[config.mk]
export PLATFORM = sky130hd
export DESIGN_NAME = control_unit
export DESIGN_NICKNAME = d
export VERILOG_FILES = /design/src/mips_isa_pkg.sv /design/src/ctrl_state_pkg.sv /design/src/ctrl_if.sv /design/src/control_sequencer.sv /design/src/control_unit.sv /design/src/micro_rom.sv /design/src/state_encoder.sv
export SDC_FILE = /design/constraint.sdc
export NUM_CORES = 1
export LEC_CHECK = 0
export BUFFER_PORTS_ARGS = -buffer_cell sky130_fd_sc_hd__buf_2
export CORE_ASPECT_RATIO = 1.2
export CORE_MARGIN = 3
export CORE_UTILIZATION = 40
export CTS_CLUSTER_DIAMETER = 80
export DETAILED_ROUTE_END_ITERATION = 8
export PLACE_DENSITY = 0.58
export SLEW_MARGIN = 40
export SYNTH_ARGS = -nofsm -noshare
export SYNTH_HDL_FRONTEND = slang
export SYNTH_HIERARCHICAL = 1
export SYNTH_SLANG_ARGS = --single-unit
[constraint.sdc]
create_clock -name clk -period 3.8 [get_ports clk]
set_input_delay 0.19 -clock clk [delete_from_list [all_inputs] [get_ports clk]]
set_output_delay 0.19 -clock clk [all_outputs]
set_load 0.01 [all_outputs]
[src/mips_isa_pkg.sv]
package mips_isa_pkg;

        localparam int INSTR_W  = 32;
        localparam int OPCODE_W = 6;
        localparam int REG_W    = 5;    // rs, rt and rd
        localparam int SHAMT_W  = 5;
        localparam int FUNCT_W  = 6;
        localparam int ALU_OP_W = 5;

        // One code per ALU operation of the subset
        typedef enum logic [ALU_OP_W-1:0] {
                ALU_ADD   = 5'd0,       // Also used for address and PC math
                ALU_SUB   = 5'd1,
                ALU_SLTU  = 5'd2,
                ALU_AND   = 5'd3,
                ALU_OR    = 5'd4,
                ALU_XOR   = 5'd5,
                ALU_NOR   = 5'd6,
                ALU_LUI   = 5'd7,
                ALU_SLL   = 5'd8,
                ALU_SRL   = 5'd9,
                ALU_SRA   = 5'd10,
                ALU_CLO   = 5'd11,
                ALU_CLZ   = 5'd12,
                ALU_MOVN  = 5'd13,
                ALU_MOVZ  = 5'd14,
                ALU_MULTU = 5'd15,
                ALU_MFHI  = 5'd16,
                ALU_MFLO  = 5'd17,
                ALU_MTHI  = 5'd18,
                ALU_MTLO  = 5'd19
        } alu_op_e;

endpackage

[src/ctrl_state_pkg.sv]
package ctrl_state_pkg;

        localparam int STATE_W = 7;

        typedef logic [STATE_W-1:0] state_t;

        // Fixed states of the sequencer
        localparam state_t S_FETCH   = 7'd0;
        localparam state_t S_SKIP    = 7'd1;
        localparam state_t S_DECODE  = 7'd2;
        localparam state_t S_ALU_WB  = 7'd8;
        localparam state_t S_LOAD_WB = 7'd14;

        // Execute states, numbered as the encoder emits them
        localparam state_t S_ADDU  = 7'd6;
        localparam state_t S_STORE = 7'd7;     // SB, SH and SW
        localparam state_t S_BEQ   = 7'd11;
        localparam state_t S_LOAD  = 7'd13;    // Every load width
        localparam state_t S_SUBU  = 7'd17;
        localparam state_t S_ADDIU = 7'd18;
        localparam state_t S_SLTU  = 7'd19;
        localparam state_t S_SLTIU = 7'd20;
        localparam state_t S_CLO   = 7'd21;
        localparam state_t S_CLZ   = 7'd22;
        localparam state_t S_AND   = 7'd23;
        localparam state_t S_ANDI  = 7'd24;
        localparam state_t S_OR    = 7'd25;
        localparam state_t S_ORI   = 7'd26;
        localparam state_t S_XOR   = 7'd27;
        localparam state_t S_XORI  = 7'd28;
        localparam state_t S_NOR   = 7'd29;
        localparam state_t S_LUI   = 7'd30;
        localparam state_t S_SLL   = 7'd31;
        localparam state_t S_SRA   = 7'd32;
        localparam state_t S_SRL   = 7'd33;
        localparam state_t S_MOVN  = 7'd34;
        localparam state_t S_MOVZ  = 7'd35;
        localparam state_t S_BGEZ  = 7'd37;
        localparam state_t S_BGTZ  = 7'd39;
        localparam state_t S_BNE   = 7'd41;
        localparam state_t S_BLEZ  = 7'd42;
        localparam state_t S_JR    = 7'd44;
        localparam state_t S_MFHI  = 7'd45;
        localparam state_t S_MFLO  = 7'd46;
        localparam state_t S_MTHI  = 7'd47;
        localparam state_t S_MTLO  = 7'd48;
        localparam state_t S_MULTU = 7'd49;
        localparam state_t S_SD    = 7'd50;
        localparam state_t S_BAL   = 7'd56;

        typedef enum logic [2:0] {
                NM_FETCH     = 3'd0,    // Back to fetch
                NM_DISPATCH  = 3'd1,    // Take the encoder state
                NM_GOTO      = 3'd2,    // Take the goto field
                NM_MEM_FETCH = 3'd3,    // Wait for memory, then fetch
                NM_MEM_GOTO  = 3'd4     // Wait for memory, then goto
        } next_mode_e;

        typedef struct packed {
                logic                  mem_read;
                logic                  mem_write;
                logic                  ir_write;
                logic                  pc_write;
                logic                  pc_write_cond;
                logic                  reg_write;
                logic                  hilo_write;
                logic                  link;
                mips_isa_pkg::alu_op_e alu_op;
                next_mode_e            next_mode;
                state_t                goto;
        } ctrl_word_t;

endpackage

[src/ctrl_if.sv]
`timescale 1ns/1ps

interface ctrl_if (
        input logic mem_ready
);
        import ctrl_state_pkg::*;

        state_t     state;      // Current microcode state
        ctrl_word_t word;       // Control word for that state

        modport seq (
                output state,
                input  word
        );

        // Table gates the fetch strobes with memory ready
        modport rom (
                input  state,
                input  mem_ready,
                output word
        );

endinterface

[src/control_sequencer.sv]
`timescale 1ns/1ps

module control_sequencer (
        input  logic                             clk,
        input  logic                             arst_n,
        input  logic [mips_isa_pkg::INSTR_W-1:0] instr,
        input  logic                             mem_ready,
        input  ctrl_state_pkg::state_t           dispatch_state,
        output logic [mips_isa_pkg::INSTR_W-1:0] instr_reg,
        output logic                             instr_done,
        ctrl_if.seq                              ctl
);
        import ctrl_state_pkg::*;

        state_t state_q;
        state_t state_next;

        assign ctl.state = state_q;

        always_comb
        begin
                case (ctl.word.next_mode)
                NM_FETCH:     state_next = S_FETCH;
                NM_DISPATCH:  state_next = dispatch_state;
                NM_GOTO:      state_next = ctl.word.goto;
                NM_MEM_FETCH: state_next = mem_ready ? S_FETCH : state_q;       // Hold on wait
                NM_MEM_GOTO:  state_next = mem_ready ? ctl.word.goto : state_q;
                default:      state_next = S_FETCH;
                endcase
        end

        // Last state of an instruction, the one that returns to fetch
        always_comb
        begin
                case (ctl.word.next_mode)
                NM_FETCH:     instr_done = 1'b1;
                NM_MEM_FETCH: instr_done = mem_ready;
                default:      instr_done = 1'b0;
                endcase
        end

        always_ff @(posedge clk or negedge arst_n)
        begin
                if (!arst_n)
                begin
                        state_q <= S_FETCH;
                end
                else
                begin
                        state_q <= state_next;
                end
        end

        // Instruction register, written on the fetch capture cycle
        always_ff @(posedge clk)
        begin
                if (ctl.word.ir_write)
                begin
                        instr_reg <= instr;
                end
        end

endmodule

[src/control_unit.sv]
`timescale 1ns/1ps

module control_unit (
        input  logic                              clk,
        input  logic                              arst_n,
        input  logic [mips_isa_pkg::INSTR_W-1:0]  instr,
        input  logic                              mem_ready,
        output logic                              mem_read,
        output logic                              mem_write,
        output logic                              ir_write,
        output logic                              pc_write,
        output logic                              pc_write_cond,
        output logic                              reg_write,
        output logic                              hilo_write,
        output logic                              link,
        output logic [mips_isa_pkg::ALU_OP_W-1:0] alu_op,
        output logic                              instr_done
);
        import mips_isa_pkg::*;
        import ctrl_state_pkg::*;

        logic [INSTR_W-1:0] instr_reg;
        state_t             dispatch_state;

        ctrl_if ctl (
                .mem_ready (mem_ready)
        );

        state_encoder u_encoder (
                .instr          (instr_reg),
                .dispatch_state (dispatch_state)
        );

        micro_rom u_rom (
                .ctl (ctl.rom)
        );

        control_sequencer u_seq (
                .clk            (clk),
                .arst_n         (arst_n),
                .instr          (instr),
                .mem_ready      (mem_ready),
                .dispatch_state (dispatch_state),
                .instr_reg      (instr_reg),
                .instr_done     (instr_done),
                .ctl            (ctl.seq)
        );

        // Datapath strobes straight from the control word
        assign mem_read      = ctl.word.mem_read;
        assign mem_write     = ctl.word.mem_write;
        assign ir_write      = ctl.word.ir_write;
        assign pc_write      = ctl.word.pc_write;
        assign pc_write_cond = ctl.word.pc_write_cond;
        assign reg_write     = ctl.word.reg_write;
        assign hilo_write    = ctl.word.hilo_write;
        assign link          = ctl.word.link;
        assign alu_op        = ctl.word.alu_op;

endmodule

[src/micro_rom.sv]
`timescale 1ns/1ps

module micro_rom (
        ctrl_if.rom ctl
);
        import mips_isa_pkg::*;
        import ctrl_state_pkg::*;

        ctrl_word_t w;

        assign ctl.word = w;

        always_comb
        begin
                w = '{alu_op: ALU_ADD, next_mode: NM_FETCH, goto: S_FETCH, default: 1'b0};

                case (ctl.state)
                S_FETCH:
                begin
                        w.mem_read  = 1'b1;
                        w.ir_write  = ctl.mem_ready;    // Only on the capture cycle
                        w.pc_write  = ctl.mem_ready;    // PC + 4
                        w.next_mode = NM_MEM_GOTO;
                        w.goto      = S_DECODE;
                end
                S_DECODE:
                        w.next_mode = NM_DISPATCH;      // ALU forms branch target here
                S_ADDU, S_SUBU, S_ADDIU, S_SLTU, S_SLTIU, S_CLO, S_CLZ,
                S_AND, S_ANDI, S_OR, S_ORI, S_XOR, S_XORI, S_NOR, S_LUI,
                S_SLL, S_SRA, S_SRL, S_MOVN, S_MOVZ, S_MFHI, S_MFLO:
                begin
                        w.next_mode = NM_GOTO;
                        w.goto      = S_ALU_WB;
                end
                S_ALU_WB, S_LOAD_WB:
                        w.reg_write = 1'b1;
                S_MTHI, S_MTLO, S_MULTU:
                        w.hilo_write = 1'b1;            // No GPR write-back
                S_STORE, S_SD:
                begin
                        w.mem_write = 1'b1;
                        w.next_mode = NM_MEM_FETCH;
                end
                S_LOAD:
                begin
                        w.mem_read  = 1'b1;
                        w.next_mode = NM_MEM_GOTO;
                        w.goto      = S_LOAD_WB;
                end
                S_BEQ, S_BGEZ, S_BGTZ, S_BNE, S_BLEZ:
                        w.pc_write_cond = 1'b1;         // Datapath decides taken
                S_JR:
                        w.pc_write = 1'b1;
                S_BAL:
                begin
                        w.pc_write_cond = 1'b1;
                        w.reg_write     = 1'b1;
                        w.link          = 1'b1;         // Return address to r31
                end
                default:
                        w.next_mode = NM_FETCH;         // Skip and unused states
                endcase

                // ALU operation per execute state
                case (ctl.state)
                S_SUBU:          w.alu_op = ALU_SUB;
                S_SLTU, S_SLTIU: w.alu_op = ALU_SLTU;
                S_CLO:           w.alu_op = ALU_CLO;
                S_CLZ:           w.alu_op = ALU_CLZ;
                S_AND, S_ANDI:   w.alu_op = ALU_AND;
                S_OR, S_ORI:     w.alu_op = ALU_OR;
                S_XOR, S_XORI:   w.alu_op = ALU_XOR;
                S_NOR:           w.alu_op = ALU_NOR;
                S_LUI:           w.alu_op = ALU_LUI;
                S_SLL:           w.alu_op = ALU_SLL;
                S_SRA:           w.alu_op = ALU_SRA;
                S_SRL:           w.alu_op = ALU_SRL;
                S_MOVN:          w.alu_op = ALU_MOVN;
                S_MOVZ:          w.alu_op = ALU_MOVZ;
                S_MULTU:         w.alu_op = ALU_MULTU;
                S_MFHI:          w.alu_op = ALU_MFHI;
                S_MFLO:          w.alu_op = ALU_MFLO;
                S_MTHI:          w.alu_op = ALU_MTHI;
                S_MTLO:          w.alu_op = ALU_MTLO;
                default:         w.alu_op = ALU_ADD;    // Fetch, address, branch
                endcase
        end

endmodule

[src/state_encoder.sv]
`timescale 1ns/1ps

module state_encoder (
        input  logic [mips_isa_pkg::INSTR_W-1:0] instr,
        output ctrl_state_pkg::state_t           dispatch_state
);
        import mips_isa_pkg::*;
        import ctrl_state_pkg::*;

        logic [OPCODE_W-1:0] opcode;
        logic [REG_W-1:0]    rt;
        logic [REG_W-1:0]    rd;
        logic [SHAMT_W-1:0]  shamt;
        logic [FUNCT_W-1:0]  funct;

        // rs never takes part in the decode
        assign opcode = instr[31:26];
        assign rt     = instr[20:16];
        assign rd     = instr[15:11];
        assign shamt  = instr[10:6];
        assign funct  = instr[5:0];

        always_comb
        begin
                casez ({opcode, rt, rd, shamt, funct})
                // Arithmetic and logic
                27'b000000_?????_?????_?????_100001: dispatch_state = S_ADDU;   // ADDU
                27'b000000_?????_?????_?????_100011: dispatch_state = S_SUBU;   // SUBU
                27'b001001_?????_?????_?????_??????: dispatch_state = S_ADDIU;  // ADDIU
                27'b000000_?????_00000_00000_011001: dispatch_state = S_MULTU;  // MULTU
                27'b000000_?????_?????_?????_101011: dispatch_state = S_SLTU;   // SLTU
                27'b001011_?????_?????_?????_??????: dispatch_state = S_SLTIU;  // SLTIU
                27'b011100_?????_?????_?????_100001: dispatch_state = S_CLO;    // CLO
                27'b011100_?????_?????_?????_100000: dispatch_state = S_CLZ;    // CLZ
                27'b000000_?????_?????_?????_100100: dispatch_state = S_AND;    // AND
                27'b001100_?????_?????_?????_??????: dispatch_state = S_ANDI;   // ANDI
                27'b000000_?????_?????_?????_100101: dispatch_state = S_OR;     // OR
                27'b001101_?????_?????_?????_??????: dispatch_state = S_ORI;    // ORI
                27'b000000_?????_?????_?????_100110: dispatch_state = S_XOR;    // XOR
                27'b001110_?????_?????_?????_??????: dispatch_state = S_XORI;   // XORI
                27'b000000_?????_?????_?????_100111: dispatch_state = S_NOR;    // NOR
                27'b001111_?????_?????_?????_??????: dispatch_state = S_LUI;    // LUI
                27'b000000_?????_?????_?????_000000: dispatch_state = S_SLL;    // SLL and NOP
                27'b000000_?????_?????_?????_000011: dispatch_state = S_SRA;    // SRA
                27'b000000_?????_?????_?????_000010: dispatch_state = S_SRL;    // SRL
                27'b000000_?????_?????_?????_001011: dispatch_state = S_MOVN;   // MOVN
                27'b000000_?????_?????_?????_001010: dispatch_state = S_MOVZ;   // MOVZ
                27'b000000_?????_?????_?????_010000: dispatch_state = S_MFHI;   // MFHI
                27'b000000_?????_?????_?????_010010: dispatch_state = S_MFLO;   // MFLO
                27'b000000_?????_?????_?????_010001: dispatch_state = S_MTHI;   // MTHI
                27'b000000_?????_?????_?????_010011: dispatch_state = S_MTLO;   // MTLO

                // Stores, narrow widths share one state
                27'b101000_?????_?????_?????_??????,
                27'b101001_?????_?????_?????_??????,
                27'b101011_?????_?????_?????_??????: dispatch_state = S_STORE;  // SB, SH, SW
                27'b111111_?????_?????_?????_??????: dispatch_state = S_SD;     // SD

                // Branches and jumps
                27'b000100_?????_?????_?????_??????: dispatch_state = S_BEQ;    // BEQ and B
                27'b000001_00001_?????_?????_??????: dispatch_state = S_BGEZ;   // BGEZ
                27'b000111_00000_?????_?????_??????: dispatch_state = S_BGTZ;   // BGTZ
                27'b000110_00000_?????_?????_??????: dispatch_state = S_BLEZ;   // BLEZ
                27'b000001_10001_?????_?????_??????: dispatch_state = S_BAL;    // BAL
                27'b000101_?????_?????_?????_??????: dispatch_state = S_BNE;    // BNE
                27'b000000_00000_00000_?????_001000: dispatch_state = S_JR;     // JR

                // Loads of every width, LL treated as LW
                27'b100011_?????_?????_?????_??????,
                27'b110000_?????_?????_?????_??????,
                27'b100001_?????_?????_?????_??????,
                27'b100101_?????_?????_?????_??????,
                27'b100000_?????_?????_?????_??????,
                27'b100100_?????_?????_?????_??????: dispatch_state = S_LOAD;

                default: dispatch_state = S_SKIP;                               // Unknown word
                endcase
        end

endmodule

[Yosys cells after proc, flatten, opt, wreduce, memory -nomap -nowiden]
Memory sizes are Yosys's and may differ from the RTL's.
Cells that the tools add are included.
Operators by class
  eq/ne operators: 85
  mux-type cells: 16
  reductions and logical operators: 12
Operators by type and width (count)
  $pmux W6 S35: 1
  $eq A7 B6 Y1 const B: 16
  $eq A7 B5 Y1 const B: 15
  $eq A12 B6 Y1 const B: 7
  $eq A6 B6 Y1 const B: 10
  $eq A12 B5 Y1 const B: 4
  $eq A6 B4 Y1 const B: 6
  $eq A7 B4 Y1 const B: 4
  $pmux W7 S4: 1
  $eq A12 B11 Y1 const B: 2
  $eq A12 B2 Y1 const B: 2
  $eq A12 B4 Y1 const B: 2
  $eq A11 B6 Y1 const B: 2
  $eq A11 B8 Y1 const B: 2
  $eq A22 B4 Y1 const B: 1
  $eq A22 B5 Y1 const B: 1
  $reduce_or A22 Y1: 1
  $eq A7 B3 Y1 const B: 2
  $mux W7: 2
  $eq A6 B3 Y1 const B: 2
  $logic_not A12 Y1: 1
  $pmux W3 S4: 1
  $pmux W4 S3: 1
  $reduce_or A6 Y1: 2
  13 further kinds: 25
Storage, ports and cells
  flip-flop bits (word level): 39
  memory bits (read-only): 320
  input port bits: 35
  output and inout bits: 14
  word-level logic and storage cells: 116
  memories: 1
Memories
  (name not given): depth 64, bits a word 5, rd ports 1, clocked after memory_dff 0, wr ports 0, line micro_rom.sv:65  | case (ctl.state)

[Depth between registers and ports, before layout]
  depth after elaboration: 6
  gate-level depth with buffers: 10
  mapped depth without buffers: 9

[Modules after synthesis]
The synthesis kept the hierarchy.
Modules (own cells, without submodules)
  control_sequencer: instances 1, cells an instance 62, area each 1353.8 um^2, seq. area each 1136.1 um^2
  state_encoder: instances 1, cells an instance 127, area each 803.3 um^2, seq. area each 0.0 um^2
  micro_rom: instances 1, cells an instance 110, area each 680.7 um^2, seq. area each 0.0 um^2

[Worst setup path before layout]
OpenSTA, ideal clock, no wires.
  path kind: register -> register
  start point: reg u_seq.state_q[4], in the netlist u_seq/ctl.state[4]
  end point: reg u_seq/instr_reg[0] in the netlist's numbering, enable pin
  library setup time: 427 ps
  data arrival time: 2531 ps
  setup slack: 842 ps
  stages on the path, launching flop included: 6
  buffers on the path: 2
  period minus slack after synthesis: 2958 ps
  cells stage by stage: dfrtp_1 buf_2 buf_2 nor3_1 nand3_1 nor2_1
On the way
  word-level cells in the longest chain between the ends: 2
Ends and longest elaborated chain
  start, declared: line control_sequencer.sv:15  | state_t state_q;
  start signal, assigned: line control_sequencer.sv:50  | state_q <= state_next;
  $logic_not A7 Y1: line micro_rom.sv:17  | case (ctl.state)
  $mux W1: line micro_rom.sv:17
  net ir_write: line control_unit.sv:10  | output logic ir_write,
  end signal, assigned: line control_sequencer.sv:59  | instr_reg <= instr;
  end, declared: line control_sequencer.sv:9  | output logic [mips_isa_pkg::INSTR_W-1:0] instr_reg,
The timed path passes the listed nets, and every way through them passes these cells.
A chain may end at the register's enable or synchronous reset.

==> run_results.csv <==
group,metric,value,unit
timing,min_period,3.14,ns
timing,tightest_slew,0.832,ns
timing,rsz0062_at_grt,"false",
pwr,total_power,1.89,mW
clocking,numCtsBuffers,5,
route,num_vias,2388,
clocking,cts.clk_slew.worst_paths,0.07,ns
cells_and_area,n_antenna_cell,0,
timing,final_hold_viol_count,0,
worst_setup_path,crit_fanout,8,
route,drtPass1Iterations,5,
clocking,clockBufferDepth,2,
clocking,clk_latency,0.28,ns
synthesis,synth_area,2690,um2
global_route,gr-total-overflow,0,
route,drc,0,
worst_setup_path,cp_data_arrival_time,3.31,ns
worst_setup_path,r2r_slack,0.66,ns
placement,dp.final_hpwl,4580,um
timing,final_max_slew_viol_count,0,
floorplanning,dieArea,7740,um2
clocking,cts_sinks,34,
synthesis,synthCells,294,
timing,clock_skew,0.00208,ns
worst_setup_path,r2r-end,"u_seq/ctl.state[5]",
cells_and_area,area_delta_synth_final,12.6,%
timing,fin_crit_sh,82.7,%
global_route,grt_pass1_wl,10500,um
cells_and_area,drive_above_1_share,23.3,%
route,drtAntennaViolNets,0,
worst_setup_path,ff2ff_path_depth,9,
placement,place.port_buffers,43,
timing,clock.fmax,318,MHz
clocking,root_buffer,"clkbuf_8",
cells_and_area,num-fill-cells,667,
clocking,cts_tree,"yes",
route,routedWlPerCell,15.5,um
hold_path,hold_path.class,"in2reg",
pwr,powerDensity,624,nW/um2
global_route,grt.busiest_layer,"met2",
timing,setup_viol,0,
timing,hold-worst-slack,0.0820,ns
pwr,ir_drop,228,uV
hold_path,min_to,"u_seq/instr_reg[18]",
route,drtIter0Drc,175,
global_route,use_met3,2.25,%
synthesis,syn-mean-instance-area,9.14,um2
synthesis,yosys_warnings,6,
worst_setup_path,cp-end-kind,"flop",
worst_setup_path,cp.required,3.96,ns
cells_and_area,finalNetCount,366,
worst_setup_path,worstSetupStartpointType,"flop",
clocking,post_cts_buffers,0,
worst_setup_path,r2r_start,"u_seq/ctl.state[0]",
global_route,met1_usage,24.3,%
global_route,grt_use_total,17.1,%
run,cap_violations,0,
floorplanning,coreArea,6490,um2
placement,place_congestion,0.863,
global_route,grt_max_degree,29,
timing,tns,0,ns
placement,dp_cells,402,
status,status,"complete, no violations",
global_route,antenna_found_initial,0,
global_route,grt_pass1_vias,2226,
hold_path,min_path_cells,1,
global_route,grt_use_met2,26.4,%
hold_path,holdCritStartpoint,"instr[18]",
route,via_per_inst,5.81,
floorplanning,num_io_pins,49,
floorplanning,rows,32,
clocking,htreeDepth,2,
route,routed_wl,6360,um
floorplanning,dieWidth,80.8,um
cells_and_area,stdcell_count,411,
worst_setup_path,crit_type,"reg2reg",
floorplanning,die_y,95.8,um
floorplanning,initial_core_util,41.4,%
timing,relSlewSlack,44.4,%
pwr,power.leakage,1.17,nW
cells_and_area,largest_reg_flops,27,
worst max-delay path by stage:
stage                             from                 end  slack [ns]
floorplan           u_seq/ctl.state[4]  u_seq/instr_reg[0]        1.06
global placement    u_seq/ctl.state[1]  u_seq/ctl.state[0]        0.75
detailed placement  u_seq/ctl.state[0]  u_seq/ctl.state[5]        0.70
CTS                 u_seq/ctl.state[0]  u_seq/ctl.state[5]        0.68
global route        u_seq/ctl.state[0]  u_seq/ctl.state[1]        0.45
finish              u_seq/ctl.state[0]  u_seq/ctl.state[5]        0.66
timing repair:
item                                   4_1_cts  5_1_grt
setup endpoints to repair                    0        0
endpoints found under the hold margin        7        0
resized for setup                            0        0
hold buffers                                 1        0
per-layer routing:
metal  routed length (um)  vias to the layer above
met5                    0                        -
met4                  138                        0
met1                 2980                     1124
met3                  310                       13
li1                     -                     1176
met2                 2930                       75
layout make-up:
class                      instances  area [um2]  area share, %
timing repair buffer              46         240           7.94
inverter                           9        33.8           1.12
clock inverter                     3        45.0           1.49
sequential                        34         986           32.6
clock buffer                       5        68.8           2.27
multi-input combinational        229        1550           51.1
tap                               85         106           3.51
power breakdown:
group	switching [mW]	total [mW]	internal [mW]
logic	0.467	0.842	0.375
registers	0.192	0.720	0.527
clock network	0.133	0.328	0.195
total	0.792	1.89	1.10
cells in the final DEF, fill, tap and decap left out, drive strengths merged, types with 4 or more instances in the layout:
cell / count
buf: 45
edfxtp: 27
nor2: 21
nand2: 20
a21oi: 19
nor3: 17
nand3: 15
nand2b: 9
inv: 9
mux2: 9
a32o: 8
o21ai: 8
dfrtp: 7
or3: 6
ha: 6
clkbuf: 5
nor4: 5
nor3b: 5
conb: 5
nor4b: 5
or2: 5
nor2b: 4
a31oi: 4
a211oi: 4
critical path, stage by stage (launching register included):
cell	delay, ns
dfrtp_1	0.48
inv_1	0.12
ha_1	0.32
nor2_1	0.27
nor4_1	0.09
a211oi_1	0.41
nand2_1	0.23
or3b_1	0.44
a21oi_4	0.29
mux2_2	0.37
metrics by stage:
step	cell area [um2]	utilization (%)	worst slack, ns
after floorplan	2700	-	1.06
after global placement	2900	44.7	0.745
after detailed placement	2900	44.8	0.701
after CTS	3030	46.7	0.675
after global routing	3030	46.7	0.455
final	3030	46.7	0.657
Power figures use the tool's default switching activity.
